[config.mk]
export PLATFORM = sky130hd
export DESIGN_NAME = operand_select_flat
export DESIGN_NICKNAME = d
export VERILOG_FILES = /design/src/common/vmul_pkg.sv /design/src/common/mul_stage_if.sv /design/src/rtl/operand_select.sv /design/src/flat_wrapper.sv
export VERILOG_INCLUDE_DIRS = /design/src /design/src/common
export SDC_FILE = /design/constraint.sdc
export NUM_CORES = 1
export LEC_CHECK = 0
export BUFFER_PORTS_ARGS = -buffer_cell sky130_fd_sc_hd__buf_2
export CAP_MARGIN = 30
export CORE_AREA = 2 2 297 299
export CTS_BUF_LIST = sky130_fd_sc_hd__clkbuf_8 sky130_fd_sc_hd__clkbuf_16
export CTS_CLUSTER_DIAMETER = 120
export CTS_CLUSTER_SIZE = 30
export DETAILED_ROUTE_END_ITERATION = 8
export DIE_AREA = 0 0 299 301
export PLACE_DENSITY_LB_ADDON = 0.15
export SLEW_MARGIN = 0
export SYNTH_ARGS = -nofsm -noshare
export SYNTH_HDL_FRONTEND = slang
export SYNTH_SLANG_ARGS = --single-unit
[constraint.sdc]
create_clock -name clk -period 1.95 [get_ports clk]
set_input_delay 0.2925 -clock clk [delete_from_list [all_inputs] [get_ports clk]]
set_output_delay 0.2925 -clock clk [all_outputs]
set_load 0.02 [all_outputs]
[src/common/vmul_defs.svh]
`ifndef VMUL_DEFS_SVH
`define VMUL_DEFS_SVH

// vector and request widths
`define VMUL_DATA_W 64
`define VMUL_ADDR_W 32

// operand slots, one extension bit plus margin
`define VMUL_SLOT_W 18
`define VMUL_WORD_W 33

`define VMUL_LATENCY 3
`define VMUL_SLICES 4

`endif

[src/common/vmul_pkg.sv]
`default_nettype none

package vmul_pkg;

	// element width; sew_64 is reserved and yields zero
	typedef enum logic [1:0] {
		sew_8  = 2'b00,
		sew_16 = 2'b01,
		sew_32 = 2'b10,
		sew_64 = 2'b11
	} sew_e;

	// low two bits of the vector multiply funct3
	typedef enum logic [1:0] {
		op_mulhu  = 2'b00,
		op_mul    = 2'b01,
		op_mulhsu = 2'b10,
		op_mulh   = 2'b11
	} mul_op_e;

endpackage

`default_nettype wire

[src/common/mul_stage_if.sv]
`default_nettype none
`timescale 1ns/1ps

`include "vmul_defs.svh"

// extended operands for each slice, stage 1 to stage 2
interface operand_if;
	import vmul_pkg::*;

	logic                           valid;
	sew_e                           sew;
	mul_op_e                        op;
	logic [`VMUL_ADDR_W-1:0]        addr;
	logic signed [`VMUL_SLOT_W-1:0] a0 [`VMUL_SLICES];
	logic signed [`VMUL_SLOT_W-1:0] b0 [`VMUL_SLICES];
	logic signed [`VMUL_SLOT_W-1:0] a1 [`VMUL_SLICES];
	logic signed [`VMUL_SLOT_W-1:0] b1 [`VMUL_SLICES];
	logic signed [`VMUL_WORD_W-1:0] aw [`VMUL_SLICES];
	logic signed [`VMUL_WORD_W-1:0] bw [`VMUL_SLICES];

	modport src (output valid, sew, op, addr, a0, b0, a1, b1, aw, bw);
	modport dst (input valid, sew, op, addr, a0, b0, a1, b1, aw, bw);
endinterface


`default_nettype wire

[src/rtl/operand_select.sv]
`default_nettype none
`timescale 1ns/1ps

`include "vmul_defs.svh"

module operand_select (
	input  logic                    clk,
	input  logic                    rst,
	input  logic [`VMUL_DATA_W-1:0] a_vec,
	input  logic [`VMUL_DATA_W-1:0] b_vec,
	input  logic                    req_valid,
	input  vmul_pkg::sew_e          req_sew,
	input  vmul_pkg::mul_op_e       req_op,
	input  logic [`VMUL_ADDR_W-1:0] req_addr,
	operand_if.src                  opnd
);
	import vmul_pkg::*;

	localparam int BYTES  = `VMUL_DATA_W / 8;
	localparam int HALVES = `VMUL_DATA_W / 16;
	localparam int WORDS  = `VMUL_DATA_W / 32;

	logic a_sgn;
	logic b_sgn;
	logic signed [`VMUL_SLOT_W-1:0] a0_n [`VMUL_SLICES];
	logic signed [`VMUL_SLOT_W-1:0] b0_n [`VMUL_SLICES];
	logic signed [`VMUL_SLOT_W-1:0] a1_n [`VMUL_SLICES];
	logic signed [`VMUL_SLOT_W-1:0] b1_n [`VMUL_SLICES];
	logic signed [`VMUL_WORD_W-1:0] aw_n [`VMUL_SLICES];
	logic signed [`VMUL_WORD_W-1:0] bw_n [`VMUL_SLICES];

	function automatic logic signed [`VMUL_SLOT_W-1:0] ext_byte(input logic [7:0] e,
			input logic sgn);
		return {{(`VMUL_SLOT_W-8){sgn & e[7]}}, e};
	endfunction

	function automatic logic signed [`VMUL_SLOT_W-1:0] ext_half(input logic [15:0] e,
			input logic sgn);
		return {{(`VMUL_SLOT_W-16){sgn & e[15]}}, e};
	endfunction

	function automatic logic signed [`VMUL_WORD_W-1:0] ext_word(input logic [31:0] e,
			input logic sgn);
		return {{(`VMUL_WORD_W-32){sgn & e[31]}}, e};
	endfunction

	// low half of op_mul does not care, so it takes the signed path
	assign a_sgn = (req_op != op_mulhu);
	assign b_sgn = (req_op == op_mul) || (req_op == op_mulh);

	always_comb begin
		a0_n = '{default: '0};
		b0_n = '{default: '0};
		a1_n = '{default: '0};
		b1_n = '{default: '0};
		aw_n = '{default: '0};
		bw_n = '{default: '0};
		case (req_sew)
			sew_8: begin
				// two bytes share a slice
				for (int k = 0; k < BYTES; k++) begin
					if (k % 2 == 0) begin
						a0_n[k/2] = ext_byte(a_vec[8*k +: 8], a_sgn);
						b0_n[k/2] = ext_byte(b_vec[8*k +: 8], b_sgn);
					end else begin
						a1_n[k/2] = ext_byte(a_vec[8*k +: 8], a_sgn);
						b1_n[k/2] = ext_byte(b_vec[8*k +: 8], b_sgn);
					end
				end
			end
			sew_16: begin
				for (int k = 0; k < HALVES; k++) begin
					a0_n[k] = ext_half(a_vec[16*k +: 16], a_sgn);
					b0_n[k] = ext_half(b_vec[16*k +: 16], b_sgn);
				end
			end
			sew_32: begin
				for (int k = 0; k < WORDS; k++) begin
					aw_n[k] = ext_word(a_vec[32*k +: 32], a_sgn);
					bw_n[k] = ext_word(b_vec[32*k +: 32], b_sgn);
				end
			end
			default: ;
		endcase
	end

	always_ff @(posedge clk) begin
		if (rst || !req_valid) begin
			opnd.valid <= 1'b0;
			opnd.sew   <= sew_8;
			opnd.op    <= op_mulhu;
			opnd.addr  <= '0;
			opnd.a0    <= '{default: '0};
			opnd.b0    <= '{default: '0};
			opnd.a1    <= '{default: '0};
			opnd.b1    <= '{default: '0};
			opnd.aw    <= '{default: '0};
			opnd.bw    <= '{default: '0};
		end else begin
			opnd.valid <= 1'b1;
			opnd.sew   <= req_sew;
			opnd.op    <= req_op;
			opnd.addr  <= req_addr;
			opnd.a0    <= a0_n;
			opnd.b0    <= b0_n;
			opnd.a1    <= a1_n;
			opnd.b1    <= b1_n;
			opnd.aw    <= aw_n;
			opnd.bw    <= bw_n;
		end
	end

endmodule

`default_nettype wire

[src/flat_wrapper.sv]
// flat-port wrapper written by rule: the top's interface ports become plain ports
module operand_select_flat import vmul_pkg::*;
  (clk, rst, a_vec, b_vec, req_valid, req_sew, req_op, req_addr, opnd_valid, opnd_sew, opnd_op, opnd_addr, opnd_a0, opnd_b0, opnd_a1, opnd_b1, opnd_aw, opnd_bw);
  operand_if opnd_i ();
  input  logic clk;
  input  logic rst;
  input  logic [`VMUL_DATA_W-1:0] a_vec;
  input  logic [`VMUL_DATA_W-1:0] b_vec;
  input  logic req_valid;
  input  vmul_pkg::sew_e req_sew;
  input  vmul_pkg::mul_op_e req_op;
  input  logic [`VMUL_ADDR_W-1:0] req_addr;
  output wire logic [$bits(opnd_i.valid)-1:0] opnd_valid;
  output wire logic [$bits(opnd_i.sew)-1:0] opnd_sew;
  output wire logic [$bits(opnd_i.op)-1:0] opnd_op;
  output wire logic [$bits(opnd_i.addr)-1:0] opnd_addr;
  output wire logic [$bits(opnd_i.a0)-1:0] opnd_a0;
  output wire logic [$bits(opnd_i.b0)-1:0] opnd_b0;
  output wire logic [$bits(opnd_i.a1)-1:0] opnd_a1;
  output wire logic [$bits(opnd_i.b1)-1:0] opnd_b1;
  output wire logic [$bits(opnd_i.aw)-1:0] opnd_aw;
  output wire logic [$bits(opnd_i.bw)-1:0] opnd_bw;
  assign opnd_valid = opnd_i.valid;
  assign opnd_sew = opnd_i.sew;
  assign opnd_op = opnd_i.op;
  assign opnd_addr = opnd_i.addr;
  assign opnd_a0 = {>>{opnd_i.a0}};
  assign opnd_b0 = {>>{opnd_i.b0}};
  assign opnd_a1 = {>>{opnd_i.a1}};
  assign opnd_b1 = {>>{opnd_i.b1}};
  assign opnd_aw = {>>{opnd_i.aw}};
  assign opnd_bw = {>>{opnd_i.bw}};
  operand_select u_core (.clk(clk), .rst(rst), .a_vec(a_vec), .b_vec(b_vec), .req_valid(req_valid), .req_sew(req_sew), .req_op(req_op), .req_addr(req_addr), .opnd(opnd_i));
endmodule
==> summary.md <==
| Metric | Value |
|---|---|
| Worst setup path category | flip-flop to output pin |
| Hold Crit Class | input port to flip-flop |
| Gr usage total | 9.29% |
| Cell row count | 108 |
| Setup crit start kind | flip-flop |
| Area of the multi-input gates | 3190 µm² |
| DRT Wirelength | 44800 µm |
| Yosys warns | 0 |
| Nets | 1958 |
| First drt pass iteration count | 4 |
| Core area | 86500 µm² |
| Share of cells above drive strength 1 | 37.7% |
| Postcts setup bufs | 0 |
| Max Cap Violations | 0 |
| CTS tree | yes |
| Top delay family on crit path | flip-flops |
| Final non-filler cell total | 2956 |
| Post-DRT Antenna Nets | 0 |
| Sequential share of the synthesized area | 62.1% |
| Post-CTS resize count | 0 |
| Post-synth top flop | dfxtp_1 |
| Unrepaired setup endpoints after global routing | no |
| Root buffer cell | clkbuf_16 |
| WHS | around 0.045 ns |
| Slew HR | 61.9% |
| I/O Buffers | 623 |
| Clock Path Buffers | 3 |
| Crit path DAT | 1.40 ns |
| Commonest cells after routing, fill and taps aside | buf_2 (623), dfxtp_1 (377), and2_1 (262) |
| Worst-path clk slew | approximately 0.11 ns |
| Power Density | 808 nW/µm² |
| Post-synthesis async set-or-reset flop share | 0% |
| Tcrit/Tclk final | 86.6% |
| Fin worst setup slack | roughly 0.26 ns |
| Endpoint, Worst Hold | u_core.opnd.a0[61]$_SDFF_PP0_ |
| Final Slew Violations | 0 |
| CP Depth | 1 |
| Final critical-path required period | 1.69 ns |
| Area Growth Syn to Fin | 47.1% |
| Hold path cells | 2 |
| Register area | between 7000 and 8000 µm² |
| Cell count after synthesis | 1110 |
| Die area | roughly 90000 µm² |
| Crit Path Max Fanout | 10 |
| Post-synth EDFFs | 0 |
| Initial core utilization | approximately 14% |
| Final Core Density | 20.7% |
| Final TNS setup | 0 ns |
| Critical path cell sequence | buf_2 |
| Placed cell count | 2767 |
| Initial antenna violation count | 3 |
| Die width | 299 µm |
| Worst-Margin Slew | 0.569 ns |
| VDD IR max | around 0.64 mV |
| Yosys reg bits | 377 |
| Cell area after synthesis | 12100 µm² |
| Clock sinks | 377 |
| DIE HEIGHT | 301 µm |
| Most common cell after layout, fill and taps aside | buf_2 |
| Crit end category | output pin |
| Vias in the first global route | 9215 |
| Pre-CTS setup slack | 0.197 ns |
| Synth cell types | 27 |
| Status | completed |
| First-pass GRT wire length | about 63000 µm |
| DRC viols | 0 |
| CTS buffer count | 19 |
| CP Buf/Inv Count | 1 |
| DR WL/cell | 15.2 µm |
| Largest net degree at the start of global routing | 81 |
| Vias after detailed routing | 9292 |
| Placer congestion estimate | 0.782 |
| Slowest-stage cell, CP | dfxtp_1 |
| DRT iter0 DRCs | 231 |
| Synthesized area per cell | 10.9 µm² |
| Upper clock frequency limit | about 590 MHz |
| Final hold vios | 0 |
| Hold Startpoint | a_vec[7] |
| Required @ worst endpoint | 1.66 ns |
| Final setup viols | 0 |
| Top-Level Pins | 756 |
| Slowest stage delay, CP | 0.57 ns |
| Leakage | approximately 0.0090 µW |
| HPWL Detailed | 34400 µm |
| Vias per inst | 3.14 |
| Remaining Overflow, GRT | 0 |
| Number of fill cells | 9625 |
| CTS H-tree lvls | 1 |
## state kept, by name, indices dropped and copies added, names as in the netlist
signal / cells
u_core.opnd.a1: 36
u_core.opnd.a0: 68
u_core.opnd.valid: 1
u_core.opnd.aw: 66
u_core.opnd.sew: 2
u_core.opnd.b1: 36
u_core.opnd.b0: 68
u_core.opnd.op: 2
u_core.opnd.bw: 66
u_core.opnd.addr: 32
## routing by layer
layer  up-vias  GRT usage (%)  share of wire, %
li1       4462              -                 -
met1      4360           9.93                37
met2       428           17.9                54
met3        40           2.11               6.4
met4         2           2.90               2.9
met5         -              0             0.029
## power by group
part / internal (µW) / switching [µW]
logic: 597 / 966
registers: 7860 / 47.3
clock network: 2040 / 2910
total: 10500 / 3920
## Yosys cell counts (2+ instances only)
master     instances  area share [%]
a211oi_1           2            0.12
a21oi_1           36             1.5
and2_1           262              13
and3_1            10            0.52
buf_1              6            0.19
buf_2              5            0.21
buf_4            212              13
clkbuf_1          47             1.5
dfxtp_1          377              62
inv_1             30            0.93
mux2i_1            2            0.16
nand2_1            2           0.062
nand2b_1           2            0.10
nand3b_1          32             2.0
nand4bb_1          6            0.56
nor2_1            31            0.96
nor3_1             4            0.16
o21ai_1            4            0.16
o22ai_1           32             1.6
## cell type report
| type | count | share of cell area (%) |
|---|---|---|
| flip-flops and latches | 377 | 42.2 |
| repair buffers | 799 | 27.6 |
| multi-input cells | 564 | 17.9 |
| well taps | 1155 | 8.09 |
| clock buffers | 19 | 2.66 |
| clock inverters | 11 | 0.946 |
| inverters | 30 | 0.630 |
| diodes | 1 | 0.0140 |
## cells by family after synthesis
| logic type | share of synthesized area, % |
|---|---|
| AOI/OAI and AO/OA | 3.42 |
| buffers and inverters | 15.9 |
| DFF | 62.1 |
| muxes | 0.165 |
| other | 0.0309 |
| and+or+nand+nor | 18.4 |
## worst max path at each step
| stage | start | end | slack, ns |
|---|---|---|---|
| 2_1_floorplan | req_sew[0] | u_core.opnd.a1[26]$_SDFF_PP0_ | 0.59 |
| 3_3_place_gp | req_sew[1] | u_core.opnd.a1[62]$_SDFF_PP0_ | 0.23 |
| 3_5_place_dp | req_sew[1] | u_core.opnd.a0[65]$_SDFF_PP0_ | 0.20 |
| 4_1_cts | u_core.opnd.a1[44]$_SDFF_PP0_ | opnd_a1[48] | 0.19 |
| 5_1_grt | u_core.opnd.a1[44]$_SDFF_PP0_ | opnd_a1[53] | 0.13 |
| 6_report | u_core.opnd.a1[44]$_SDFF_PP0_ | opnd_a1[48] | 0.26 |
## what timing repair did
action	in CTS	in global routing
hold buffers	158	0
hold endpoints to repair	337	0
setup endpoints to repair	0	0
## metrics by stage
step           cell area, µm²  power, µW
2_1_floorplan           12600       9030
3_3_place_gp            15600       9430
3_5_place_dp            15600       9430
4_1_cts                 17900      14800
5_1_grt                 17900      15100
6_report                17900      14400
Note: power is estimated with default switching activity, not from simulation.
