File: config.mk
export PLATFORM = sky130hd
export DESIGN_NAME = result_select_flat
export DESIGN_NICKNAME = d
export VERILOG_FILES = /design/src/common/vmul_pkg.sv /design/src/common/mul_stage_if.sv /design/src/rtl/result_select.sv /design/src/flat_wrapper.sv
export VERILOG_INCLUDE_DIRS = /design/src /design/src/common
export SDC_FILE = /design/constraint.sdc
export NUM_CORES = 1
export LEC_CHECK = 0
export ABC_AREA = 1
export BUFFER_PORTS_ARGS = -buffer_cell sky130_fd_sc_hd__buf_2
export CELL_PAD_IN_SITES_DETAIL_PLACEMENT = 1
export CELL_PAD_IN_SITES_GLOBAL_PLACEMENT = 1
export CORE_AREA = 2 2 269 271
export DETAILED_ROUTE_END_ITERATION = 7
export DIE_AREA = 0 0 271 273
export PLACE_DENSITY = 0.53
export SYNTH_ARGS = -nofsm -noshare
export SYNTH_HDL_FRONTEND = slang
export SYNTH_SLANG_ARGS = --single-unit
File: constraint.sdc
create_clock -name clk -period 1 [get_ports clk]
set_input_delay 0.05 -clock clk [delete_from_list [all_inputs] [get_ports clk]]
set_output_delay 0.05 -clock clk [all_outputs]
set_load 0.02 [all_outputs]
File: src/common/vmul_defs.svh
`ifndef VMUL_DEFS_SVH
`define VMUL_DEFS_SVH

// vector and request widths
`define VMUL_DATA_W 64
`define VMUL_ADDR_W 32

// operand slots, one extension bit plus margin
`define VMUL_SLOT_W 18
`define VMUL_WORD_W 33

`define VMUL_LATENCY 3
`define VMUL_SLICES 4

`endif

File: src/common/vmul_pkg.sv
`default_nettype none

package vmul_pkg;

	// element width; sew_64 is reserved and yields zero
	typedef enum logic [1:0] {
		sew_8  = 2'b00,
		sew_16 = 2'b01,
		sew_32 = 2'b10,
		sew_64 = 2'b11
	} sew_e;

	// low two bits of the vector multiply funct3
	typedef enum logic [1:0] {
		op_mulhu  = 2'b00,
		op_mul    = 2'b01,
		op_mulhsu = 2'b10,
		op_mulh   = 2'b11
	} mul_op_e;

endpackage

`default_nettype wire

File: src/common/mul_stage_if.sv
`default_nettype none
`timescale 1ns/1ps

`include "vmul_defs.svh"


// full-width products, stage 2 to stage 3
interface product_if;
	import vmul_pkg::*;

	logic                             valid;
	sew_e                             sew;
	mul_op_e                          op;
	logic [`VMUL_ADDR_W-1:0]          addr;
	logic signed [2*`VMUL_SLOT_W-1:0] p0 [`VMUL_SLICES];
	logic signed [2*`VMUL_SLOT_W-1:0] p1 [`VMUL_SLICES];
	logic signed [2*`VMUL_WORD_W-1:0] pw [`VMUL_SLICES];

	modport src (output valid, sew, op, addr, p0, p1, pw);
	modport dst (input valid, sew, op, addr, p0, p1, pw);
endinterface

`default_nettype wire

File: src/rtl/result_select.sv
`default_nettype none
`timescale 1ns/1ps

`include "vmul_defs.svh"

module result_select (
	input  logic                    clk,
	input  logic                    rst,
	product_if.dst                  prod,
	output logic [`VMUL_DATA_W-1:0] res_vec,
	output logic                    res_valid,
	output logic [`VMUL_ADDR_W-1:0] res_addr
);
	import vmul_pkg::*;

	localparam int BYTES  = `VMUL_DATA_W / 8;
	localparam int HALVES = `VMUL_DATA_W / 16;
	localparam int WORDS  = `VMUL_DATA_W / 32;

	logic                    hi;
	logic [`VMUL_DATA_W-1:0] vec_n;

	// every op except op_mul returns the upper half
	assign hi = (prod.op != op_mul);

	always_comb begin
		vec_n = '0;
		case (prod.sew)
			sew_8: begin
				for (int k = 0; k < BYTES; k++) begin
					if (k % 2 == 0) begin
						vec_n[8*k +: 8] = hi ? prod.p0[k/2][15:8] : prod.p0[k/2][7:0];
					end else begin
						vec_n[8*k +: 8] = hi ? prod.p1[k/2][15:8] : prod.p1[k/2][7:0];
					end
				end
			end
			sew_16: begin
				for (int k = 0; k < HALVES; k++) begin
					vec_n[16*k +: 16] = hi ? prod.p0[k][31:16] : prod.p0[k][15:0];
				end
			end
			sew_32: begin
				for (int k = 0; k < WORDS; k++) begin
					vec_n[32*k +: 32] = hi ? prod.pw[k][63:32] : prod.pw[k][31:0];
				end
			end
			// reserved width
			default: vec_n = '0;
		endcase
	end

	always_ff @(posedge clk) begin
		if (rst) begin
			res_valid <= 1'b0;
			res_vec   <= '0;
			res_addr  <= '0;
		end else begin
			res_valid <= prod.valid;
			res_vec   <= vec_n;
			res_addr  <= prod.addr;
		end
	end

endmodule

`default_nettype wire

File: src/flat_wrapper.sv
// flat-port wrapper written by rule: the top's interface ports become plain ports
module result_select_flat import vmul_pkg::*;
  (clk, rst, res_vec, res_valid, res_addr, prod_valid, prod_sew, prod_op, prod_addr, prod_p0, prod_p1, prod_pw);
  product_if prod_i ();
  input  logic clk;
  input  logic rst;
  output logic [`VMUL_DATA_W-1:0] res_vec;
  output logic res_valid;
  output logic [`VMUL_ADDR_W-1:0] res_addr;
  input wire logic [$bits(prod_i.valid)-1:0] prod_valid;
  input wire logic [$bits(prod_i.sew)-1:0] prod_sew;
  input wire logic [$bits(prod_i.op)-1:0] prod_op;
  input wire logic [$bits(prod_i.addr)-1:0] prod_addr;
  input wire logic [$bits(prod_i.p0)-1:0] prod_p0;
  input wire logic [$bits(prod_i.p1)-1:0] prod_p1;
  input wire logic [$bits(prod_i.pw)-1:0] prod_pw;
  assign prod_i.valid = prod_valid;
  assign prod_i.sew = prod_sew;
  assign prod_i.op = prod_op;
  assign prod_i.addr = prod_addr;
  assign prod_i.p0 = {>>{prod_p0}};
  assign prod_i.p1 = {>>{prod_p1}};
  assign prod_i.pw = {>>{prod_pw}};
  result_select u_core (.clk(clk), .rst(rst), .prod(prod_i), .res_vec(res_vec), .res_valid(res_valid), .res_addr(res_addr));
endmodule
==> results of run 1 <==
-- worst min-delay path, cell delays in order --
cell and delay (ps):
buf_2 80, nand2_1 40, nand2_1 50, nand2_1 40, nand3_1 60, nand2_1 50, inv_1 40
-- cell usage in the layout, fill, tap and decap left out --
cell type and count:
clkbuf_8 1, inv_1 350, clkinv_2 3, diode_2 8, clkbuf_1 1, nand3_1 320, inv_6 1, nor2_1 33
clkbuf_4 4, dfxtp_1 83, dfxtp_2 10, buf_2 427, dfxtp_4 4, clkinv_4 1, nand2_1 418, inv_2 2
buf_4 73, bufinv_16 2, buf_12 29, nand2_4 1, clkbuf_16 9, nor2_4 4, dlygate4sd3_1 33, buf_6 13
-- cells by family (layout without fill, tap and decap cells) --
kind of cell  Yosys count  count (layout)  synth area share
buf+inv               433             949             0.243
other cells             0               8                 0
flops                  97              97             0.279
simple gates          776             776             0.478
-- Yosys cell counts --
cell type / instances / area (um^2)
nand2_1: 419 / 1570
inv_1: 350 / 1310
nand3_1: 320 / 1600
dfxtp_1: 97 / 1940
buf_2: 47 / 235
nor2_1: 33 / 124
clkbuf_1: 24 / 90.1
buf_1: 5 / 18.8
inv_2: 4 / 15.0
buf_4: 3 / 22.5
nor2_2: 2 / 12.5
nor2_4: 2 / 22.5
-- layer usage --
metal	part of all wire	track usage	wire length, um
met4	0.013	0.0279	603
met5	0.0031	0	145
met3	0.071	0.0385	3310
met1	0.49	0.174	23000
met2	0.42	0.185	19600
-- how the worst max path moves through the flow --
stage,start,to,slack (ps)
2_1_floorplan,prod_op[1],u_core.res_vec[26]$_SDFF_PP0_,60
3_3_place_gp,prod_op[1],u_core.res_vec[31]$_SDFF_PP0_,-390
5_1_grt,u_core.res_vec[15]$_SDFF_PP0_,res_vec[15],0.005
6_report,u_core.res_vec[4]$_SDFF_PP0_,res_vec[4],50
4_1_cts,u_core.res_vec[31]$_SDFF_PP0_,res_vec[31],-9
3_5_place_dp,prod_op[1],u_core.res_vec[31]$_SDFF_PP0_,-370
-- per-stage QoR --
stage / hold WS [ps] / cells / TNS (ps) / power (uW)
detailed placement: 258 / 2723 / -14210 / 8260
global route: 64.3 / 2777 / 0 / 13300
global placement: 251 / 2723 / -13610 / 8260
CTS: 15.2 / 2772 / -8.76 / 12700
floorplan: 157 / 1306 / 0 / 6100
finish: 48.2 / 2780 / 0 / 12400
-- repair_timing --
| action | 4_1_cts | 5_1_grt |
|---|---|---|
| pin swaps | 0 | 0 |
| buffers inserted | 0 | 0 |
| endpoints found under the hold margin | 33 | 0 |
| hold buffers | 33 | 0 |
| setup endpoints to repair | 21 | 16 |
| resized for setup | 39 | 19 |
-- power by group through the flow --
stage / clock (uW) / sequential [uW] / combinational [uW]
floorplan: 0 / 4610 / 1490
global placement: 0 / 4310 / 3950
detailed placement: 0 / 4300 / 3960
CTS: 4400 / 4230 / 4120
global route: 4520 / 4250 / 4530
finish: 4120 / 4230 / 4030
-- sequential cells by signal, indices dropped and copies added, names as in the netlist --
| register | flops |
|---|---|
| u_core.res_vec | 64 |
| u_core.res_addr | 32 |
| u_core.res_valid | 1 |
-- cell type report --
type                            instances  share of cell area
Clock inverter                          5             0.00659
Timing Repair Buffer                  579               0.315
Sequential cell                        97               0.165
Antenna cell                            8             0.00167
Tap cell                              950              0.0994
Inverter                              354               0.112
Clock buffer                           11              0.0203
Multi-Input combinational cell        776               0.280
==> impl_metrics.json, run 1 <==
{
  "arrival_ps": 900,
  "fin_crit_ps": 953,
  "maxCapViolCount": 0,
  "peakVddDrop_v": 0.000674,
  "netSwitchingFraction": 0.342,
  "syn_to_final_growth_pct": 71.5,
  "rsz0062_at_grt": "yes",
  "synth_area_per_cell_um2": 5.34,
  "fp-row-count": 98,
  "core_region_area_um2": 71000,
  "clkPwrFrac": 0.333,
  "netlist_area_um2": 6970,
  "grt_max_degree": 37,
  "period_share": 0.953,
  "yosysWarnings": 0,
  "end_kind": "output pin",
  "cts.sinks": 97,
  "grt_pass1_vias": 9857,
  "die_w_um": 271,
  "drc_errors": 0,
  "whs_endpoint": "u_core.res_vec[6]$_SDFF_PP0_",
  "grt_usage": 0.124,
  "crit_chain": "buf_6",
  "start_util": 0.0982,
  "port_buffers": 455,
  "globalRoute.totalOverflow": 0,
  "synth.net_count": 1897,
  "ios": 688,
  "drt-vias-per-instance": 3.39,
  "hold_class": "in -> reg",
  "clockBufferDepth": 2,
  "place_ws_ps": -374,
  "register_area_um2": 1970,
  "path_clk_slew_ps": 90,
  "cts_made_buffers": 9,
  "ys_types": 12,
  "antenna_found_initial": 23,
  "cp_max_fo": 1,
  "crit_family": "flip-flops",
  "stdcell_area_um2": 12000,
  "p_leak_uw": 0.00744,
  "status": "complete, no violations",
  "min_path_cells": 7,
  "cts_root_buf": "clkbuf_16",
  "multi_input_area_um2": 3350,
  "drt-total-wl_um": 46700,
  "drive_gt1_frac": 0.321,
  "cp_slowest_stage_delay_ps": 380,
  "hold_start": "prod_p0[130]",
  "synthCells": 1306,
  "synth-seq-cells": 97,
  "final_hold_viol_count": 0,
  "drtPass1Iterations": 4,
  "crit_buf_inv": 1,
  "num-nets-final": 2408,
  "synth-seq-area-share": 0.279,
  "gp_congestion": 0.776,
  "cts.htree.levels": 3,
  "drv_slew": 0,
  "dr.first_iter.drc_count": 361,
  "ant_nets": 0,
  "critPathKind": "reg -> out",
  "power_frac_comb": 0.326,
  "max_freq_mhz": 1050,
  "power_density_nw_per_um2": 1040,
  "p_switching_uw": 4240,
  "power.internal_uw": 8140,
  "cp.depth": 1,
  "worst_slack_ps": 46.7,
  "grt_pass1_wl_um": 66600,
  "crit_required_ps": 950,
  "die_h_um": 273,
  "fill_cells": 8990,
  "crit_slowest_cell": "dfxtp_2",
  "dieArea_um2": 74000,
  "dr_total_vias": 9424,
  "seq_power_share": 0.341,
  "startpoint_type": "register",
  "dp_hpwl_um": 39000,
  "worst_slew_pin_slew_ps": 360,
  "wl_per_cell_um": 16.8,
  "final_util": 0.168,
  "setup_viol": 0,
  "maxSlewHeadroom": 0.760,
  "cts_tree": "done",
  "dpl_cell_area_um2": 11100
}
Power figures use the tool's default switching activity.
==> inputs of run 2 (changes only) <==
- CORE_AREA: 2 2 269 271 -> 2 2 267 269
- DIE_AREA: 0 0 271 273 -> 0 0 269 271
- PLACE_DENSITY: 0.53 -> 0.52
- clock period: 1 -> 1.2 ns (I/O delays scaled with it)
==> run 2 against run 1 <==
Final cell count shrank 1.2%. Routed wire length shrank 6.2%. Highest routed layer unchanged. Core utilization shrank 0.39 points. Largest power group unchanged. Global-route usage shrank 0.57 points. Sequential cell count is the same. Design area shrank 4.0%. Combinational power shrank 21%. Worst setup slack gained 51 ps. Worst hold slack gained 9.1 ps. Clock-buffer cell count shrank 2. Critical path type unchanged. Critical endpoint unchanged. Clock power shrank 21%.
==> impl_metrics.json, run 2 (same netlist as run 1, synthesis figures left out) <==
{
  "maxCapViolCount": 0,
  "num-nets-final": 2389,
  "min_path_cells": 7,
  "peakVddDrop_v": 0.000570,
  "port_buffers": 455,
  "gp_congestion": 0.839,
  "p_switching_uw": 3710,
  "ios": 688,
  "dr.first_iter.drc_count": 326,
  "worst_slew_pin_slew_ps": 409,
  "whs_endpoint": "u_core.res_vec[53]$_SDFF_PP0_",
  "clkPwrFrac": 0.326,
  "setup_viol": 0,
  "crit_family": "flip-flops",
  "end_kind": "output pin",
  "final_common_cell": "buf_2",
  "hold_start": "prod_p0[21]",
  "tns_ps": 0,
  "fill_cells": 8867,
  "cp_slowest_stage_delay_ps": 440,
  "drt-total-wl_um": 43800,
  "dr_total_vias": 9734,
  "final_hold_viol_count": 0,
  "final_cell_mix": "buf_2, nand2_1, inv_1",
  "crit_slowest_cell": "dfxtp_1",
  "seq_power_share": 0.353,
  "post_cts_buffers": 0,
  "cts_tree": "done",
  "critPathKind": "reg -> out",
  "grt_pass1_wl_um": 64500,
  "fp-row-count": 97,
  "arrival_ps": 1040,
  "path_clk_slew_ps": 90,
  "holdWs_ps": 57.3,
  "hold_class": "in -> reg",
  "drive_gt1_frac": 0.306,
  "crit_buf_inv": 1,
  "largest_reg_flops": 64,
  "place_ws_ps": -228,
  "fin_crit_ps": 1100,
  "netSwitchingFraction": 0.373,
  "drtPass1Iterations": 4,
  "status": "complete, no violations",
  "syn_to_final_growth_pct": 64.7,
  "wl_per_cell_um": 16.0,
  "grt_pass1_vias": 10600,
  "grt_max_degree": 57,
  "largestRegisters": "u_core.res_vec (64), u_core.res_addr (32), u_core.res_valid (1)",
  "globalRoute.totalOverflow": 0,
  "crit_required_ps": 1140,
  "cts.htree.levels": 3,
  "die_h_um": 271,
  "clockBufferDepth": 2,
  "cts.sinks": 97,
  "power_density_nw_per_um2": 868,
  "drc_errors": 0,
  "worst_slack_ps": 97.3,
  "dieArea_um2": 72900,
  "power.internal_uw": 6250,
  "grt_usage": 0.119,
  "cts_root_buf": "clkbuf_16",
  "die_w_um": 269,
  "antenna_found_initial": 13,
  "cp_max_fo": 1,
  "max_freq_mhz": 907,
  "drt-vias-per-instance": 3.54,
  "period_share": 0.919,
  "largest_register": "u_core.res_vec",
  "ant_nets": 0,
  "maxSlewHeadroom": 0.727,
  "power_frac_comb": 0.322,
  "cts_made_buffers": 9,
  "total_power_uw": 9960,
  "dp_hpwl_um": 35600,
  "startpoint_type": "register",
  "start_util": 0.0999,
  "core_region_area_um2": 69800,
  "rsz0062_at_grt": "no",
  "drv_slew": 0,
  "p_leak_uw": 0.00725,
  "crit_chain": "buf_2"
}
==> run 2: layout make-up <==
class	instances	area, um^2	area share
Tap cell	940	1180	0.102
Antenna cell	3	7.51	0.000654
Clock buffer	9	225	0.0196
Inverter	354	1330	0.116
Multi-Input combinational cell	776	3350	0.292
Timing Repair Buffer	560	3360	0.293
Clock inverter	7	81.3	0.00709
Sequential cell	97	1940	0.169
==> run 2: timing repair <==
action / CTS / global route
gates resized for setup: 0 / 0
hold endpoints to repair: 33 / 0
hold buffers: 33 / 0
==> run 2: worst max-delay path by stage <==
stage	cells after the start	start	slack [ps]	end
after CTS	1	u_core.res_vec[12]$_SDFF_PP0_	70	res_vec[12]
after floorplan	8	prod_op[1]	140	u_core.res_vec[26]$_SDFF_PP0_
after detailed placement	10	prod_op[1]	-230	u_core.res_vec[30]$_SDFF_PP0_
after global placement	10	prod_op[1]	-240	u_core.res_vec[30]$_SDFF_PP0_
final	1	u_core.res_vec[4]$_SDFF_PP0_	100	res_vec[4]
after global routing	1	u_core.res_vec[12]$_SDFF_PP0_	50	res_vec[12]
==> run 2: per-layer routing <==
layer / share of wire / GRT usage / up-vias
met3: 0.072 / 0.0325 / 42
met4: 0.014 / 0.0291 / 18
li1: - / - / 4812
met5: 0.0026 / 0 / -
met2: 0.47 / 0.203 / 308
met1: 0.44 / 0.146 / 4554
==> run 2: power groups by stage <==
| stage | clock, uW | combinational (uW) | sequential, uW |
|---|---|---|---|
| floorplan | 0 | 1240 | 3840 |
| global placement | 0 | 3160 | 3600 |
| detailed placement | 0 | 3180 | 3590 |
| CTS | 3520 | 3280 | 3520 |
| global route | 3590 | 3600 | 3540 |
| finish | 3250 | 3200 | 3510 |
==> run 2: stage by stage <==
| stage | utilization | cell area, um^2 | instances |
|---|---|---|---|
| 4_1_cts | 0.164 | 11500 | 2743 |
| 2_1_floorplan | - | 6970 | 1306 |
| 3_3_place_gp | 0.155 | 10800 | 2694 |
| 3_5_place_dp | 0.155 | 10800 | 2694 |
| 5_1_grt | 0.164 | 11500 | 2746 |
| 6_report | 0.164 | 11500 | 2746 |
==> inputs of run 3 (changes only) <==
--- a/config.mk
+++ b/config.mk
@@ -9,10 +9,8 @@
 export ABC_AREA = 1
 export BUFFER_PORTS_ARGS = -buffer_cell sky130_fd_sc_hd__buf_2
-export CELL_PAD_IN_SITES_DETAIL_PLACEMENT = 1
-export CELL_PAD_IN_SITES_GLOBAL_PLACEMENT = 1
-export CORE_AREA = 2 2 267 269
+export CORE_AREA = 2 2 264 266
 export DETAILED_ROUTE_END_ITERATION = 7
-export DIE_AREA = 0 0 269 271
-export PLACE_DENSITY = 0.52
+export DIE_AREA = 0 0 266 268
+export PLACE_DENSITY = 0.39
 export SYNTH_ARGS = -nofsm -noshare
 export SYNTH_HDL_FRONTEND = slang
==> constraint.sdc (replaced) <==
create_clock -name clk -period 1.2 [get_ports clk]
set_input_delay 0.06 -clock clk [delete_from_list [all_inputs] [get_ports clk]]
set_output_delay 0.06 -clock clk [all_outputs]
set_load 0.01 [all_outputs]
==> run 3 against run 2 <==
Total power decreased by 1.7%. Non-clock buffer count rose by 6. Core utilization grew 0.51 points. Design area grew 0.80%. Routed wire length down 6.9%. Worst hold slack worse by 14 ps. Sequential power about the same. Sequential share of layout area shrank 0.13 points. Critical endpoint is now res_vec[11].
==> impl_metrics.json, run 3 (same netlist as run 1, synthesis figures left out) <==
{
  "setup_viol": 0,
  "syn_to_final_growth_pct": 66.0,
  "clockBufferDepth": 2,
  "crit_chain": "buf_2",
  "core_region_area_um2": 68200,
  "ios": 688,
  "hold_class": "in -> reg",
  "crit_slowest_cell": "dfxtp_1",
  "p_switching_uw": 3490,
  "cts_tree": "done",
  "antenna_found_initial": 14,
  "final_hold_viol_count": 0,
  "drc_errors": 0,
  "drtPass1Iterations": 5,
  "fp-row-count": 96,
  "period_share": 0.818,
  "die_h_um": 268,
  "post_layout_nonfiller_instances": 2694,
  "globalRoute.totalOverflow": 0,
  "worst_slew_pin_slew_ps": 445,
  "maxCapViolCount": 0,
  "drt-vias-per-instance": 3.52,
  "tns_ps": 0,
  "critPathKind": "reg -> out",
  "largest_register": "u_core.res_vec",
  "placed_cells": 2641,
  "final_cell_mix": "buf_2, nand2_1, inv_1",
  "cts_root_buf": "clkbuf_16",
  "power_frac_comb": 0.312,
  "largestRegisters": "u_core.res_vec (64), u_core.res_addr (32), u_core.res_valid (1)",
  "dr.first_iter.drc_count": 480,
  "drv_slew": 0,
  "gp_congestion": 0.861,
  "min_path_cells": 7,
  "drive_gt1_frac": 0.308,
  "clkPwrFrac": 0.332,
  "grt_pass1_wl_um": 59000,
  "status": "complete, no violations",
  "fin_crit_ps": 982,
  "grt_usage": 0.112,
  "power_density_nw_per_um2": 846,
  "path_clk_slew_ps": 90,
  "cp_max_fo": 1,
  "crit_required_ps": 1140,
  "start_util": 0.102,
  "maxSlewHeadroom": 0.703,
  "port_buffers": 455,
  "dp_hpwl_um": 33400,
  "grt_max_degree": 55,
  "wl_per_cell_um": 15.1,
  "holdWs_ps": 43.7,
  "fill_cells": 8141,
  "largest_reg_flops": 64,
  "peakVddDrop_v": 0.000502,
  "cts_made_buffers": 9,
  "dieArea_um2": 71300,
  "whs_endpoint": "u_core.res_vec[52]$_SDFF_PP0_",
  "cp_slowest_stage_delay_ps": 380,
  "grt_pass1_vias": 9581,
  "crit_family": "flip-flops",
  "die_w_um": 266,
  "ant_nets": 0,
  "crit_buf_inv": 1,
  "num-nets-final": 2395,
  "end_kind": "output pin",
  "post_cts_buffers": 0,
  "seq_power_share": 0.357,
  "arrival_ps": 920,
  "rsz0062_at_grt": "no",
  "p_leak_uw": 0.00732,
  "drt-total-wl_um": 40800,
  "power.internal_uw": 6300,
  "final_common_cell": "buf_2",
  "startpoint_type": "register",
  "hold_start": "prod_p0[20]",
  "dr_total_vias": 9487,
  "max_freq_mhz": 1020,
  "cts.sinks": 97,
  "cts.htree.levels": 3,
  "netSwitchingFraction": 0.357
}
## run 3: cell count changes in the layout (fill, tap and decap cells not counted)
cell,delta
buf_12,+9
dlygate4sd3_1,+1
buf_4,-5
buf_6,+1
## run 3: routing by layer
metal,track usage,share of wire,up-vias,routed length [um]
li1,-,-,4820,-
met1,0.134,0.43,4216,17700
met2,0.182,0.44,377,18100
met3,0.0455,0.096,58,3900
met4,0.0398,0.026,16,1060
met5,0,0.0026,-,106
## run 3: final cells by class
class	count	area (um^2)	share of cell area
Timing Repair Buffer	566	3530	0.305
Multi-Input combinational cell	776	3350	0.290
Sequential cell	97	1940	0.168
Inverter	354	1330	0.115
Tap cell	882	1100	0.0954
Clock buffer	9	225	0.0195
Clock inverter	7	81.3	0.00703
Antenna cell	3	7.51	0.000649
## run 3: worst max-delay path by stage
stage / startpoint / end / cells past startpoint
2_1_floorplan: prod_op[1] / u_core.res_vec[26]$_SDFF_PP0_ / 8
3_3_place_gp: prod_sew[1] / u_core.res_vec[44]$_SDFF_PP0_ / 9
3_5_place_dp: prod_sew[1] / u_core.res_vec[44]$_SDFF_PP0_ / 9
4_1_cts: u_core.res_vec[11]$_SDFF_PP0_ / res_vec[11] / 1
5_1_grt: u_core.res_vec[11]$_SDFF_PP0_ / res_vec[11] / 1
6_report: u_core.res_vec[11]$_SDFF_PP0_ / res_vec[11] / 1
## run 3: tightest hold or removal path: stages
cell and delay [ps]:
buf_2 70, nand2_1 40, nand2_1 50, nand2_1 40
nand3_1 60, nand2_1 40, inv_1 40
## run 3: timing repair
| item | in CTS | in global routing |
|---|---|---|
| endpoints found under the hold margin | 34 | 0 |
| hold buffers | 34 | 0 |
| resized for setup | 0 | 0 |
## run 3: through the flow
step | power [uW] | worst slack (ps) | utilization | instance area, um^2
floorplan | 4920 | 145 | - | 6970
global placement | 6610 | -134 | 0.160 | 10900
detailed placement | 6590 | -154 | 0.160 | 10900
CTS | 10200 | 124 | 0.169 | 11600
global route | 10500 | 125 | 0.170 | 11600
finish | 9790 | 218 | 0.170 | 11600
## run 3: power groups by stage
stage / Sequential (uW) / Combinational, uW / Clock (uW)
2_1_floorplan: 3680 / 1240 / 0
3_3_place_gp: 3570 / 3030 / 0
3_5_place_dp: 3570 / 3020 / 0
4_1_cts: 3500 / 3120 / 3550
5_1_grt: 3510 / 3440 / 3590
6_report: 3490 / 3050 / 3250
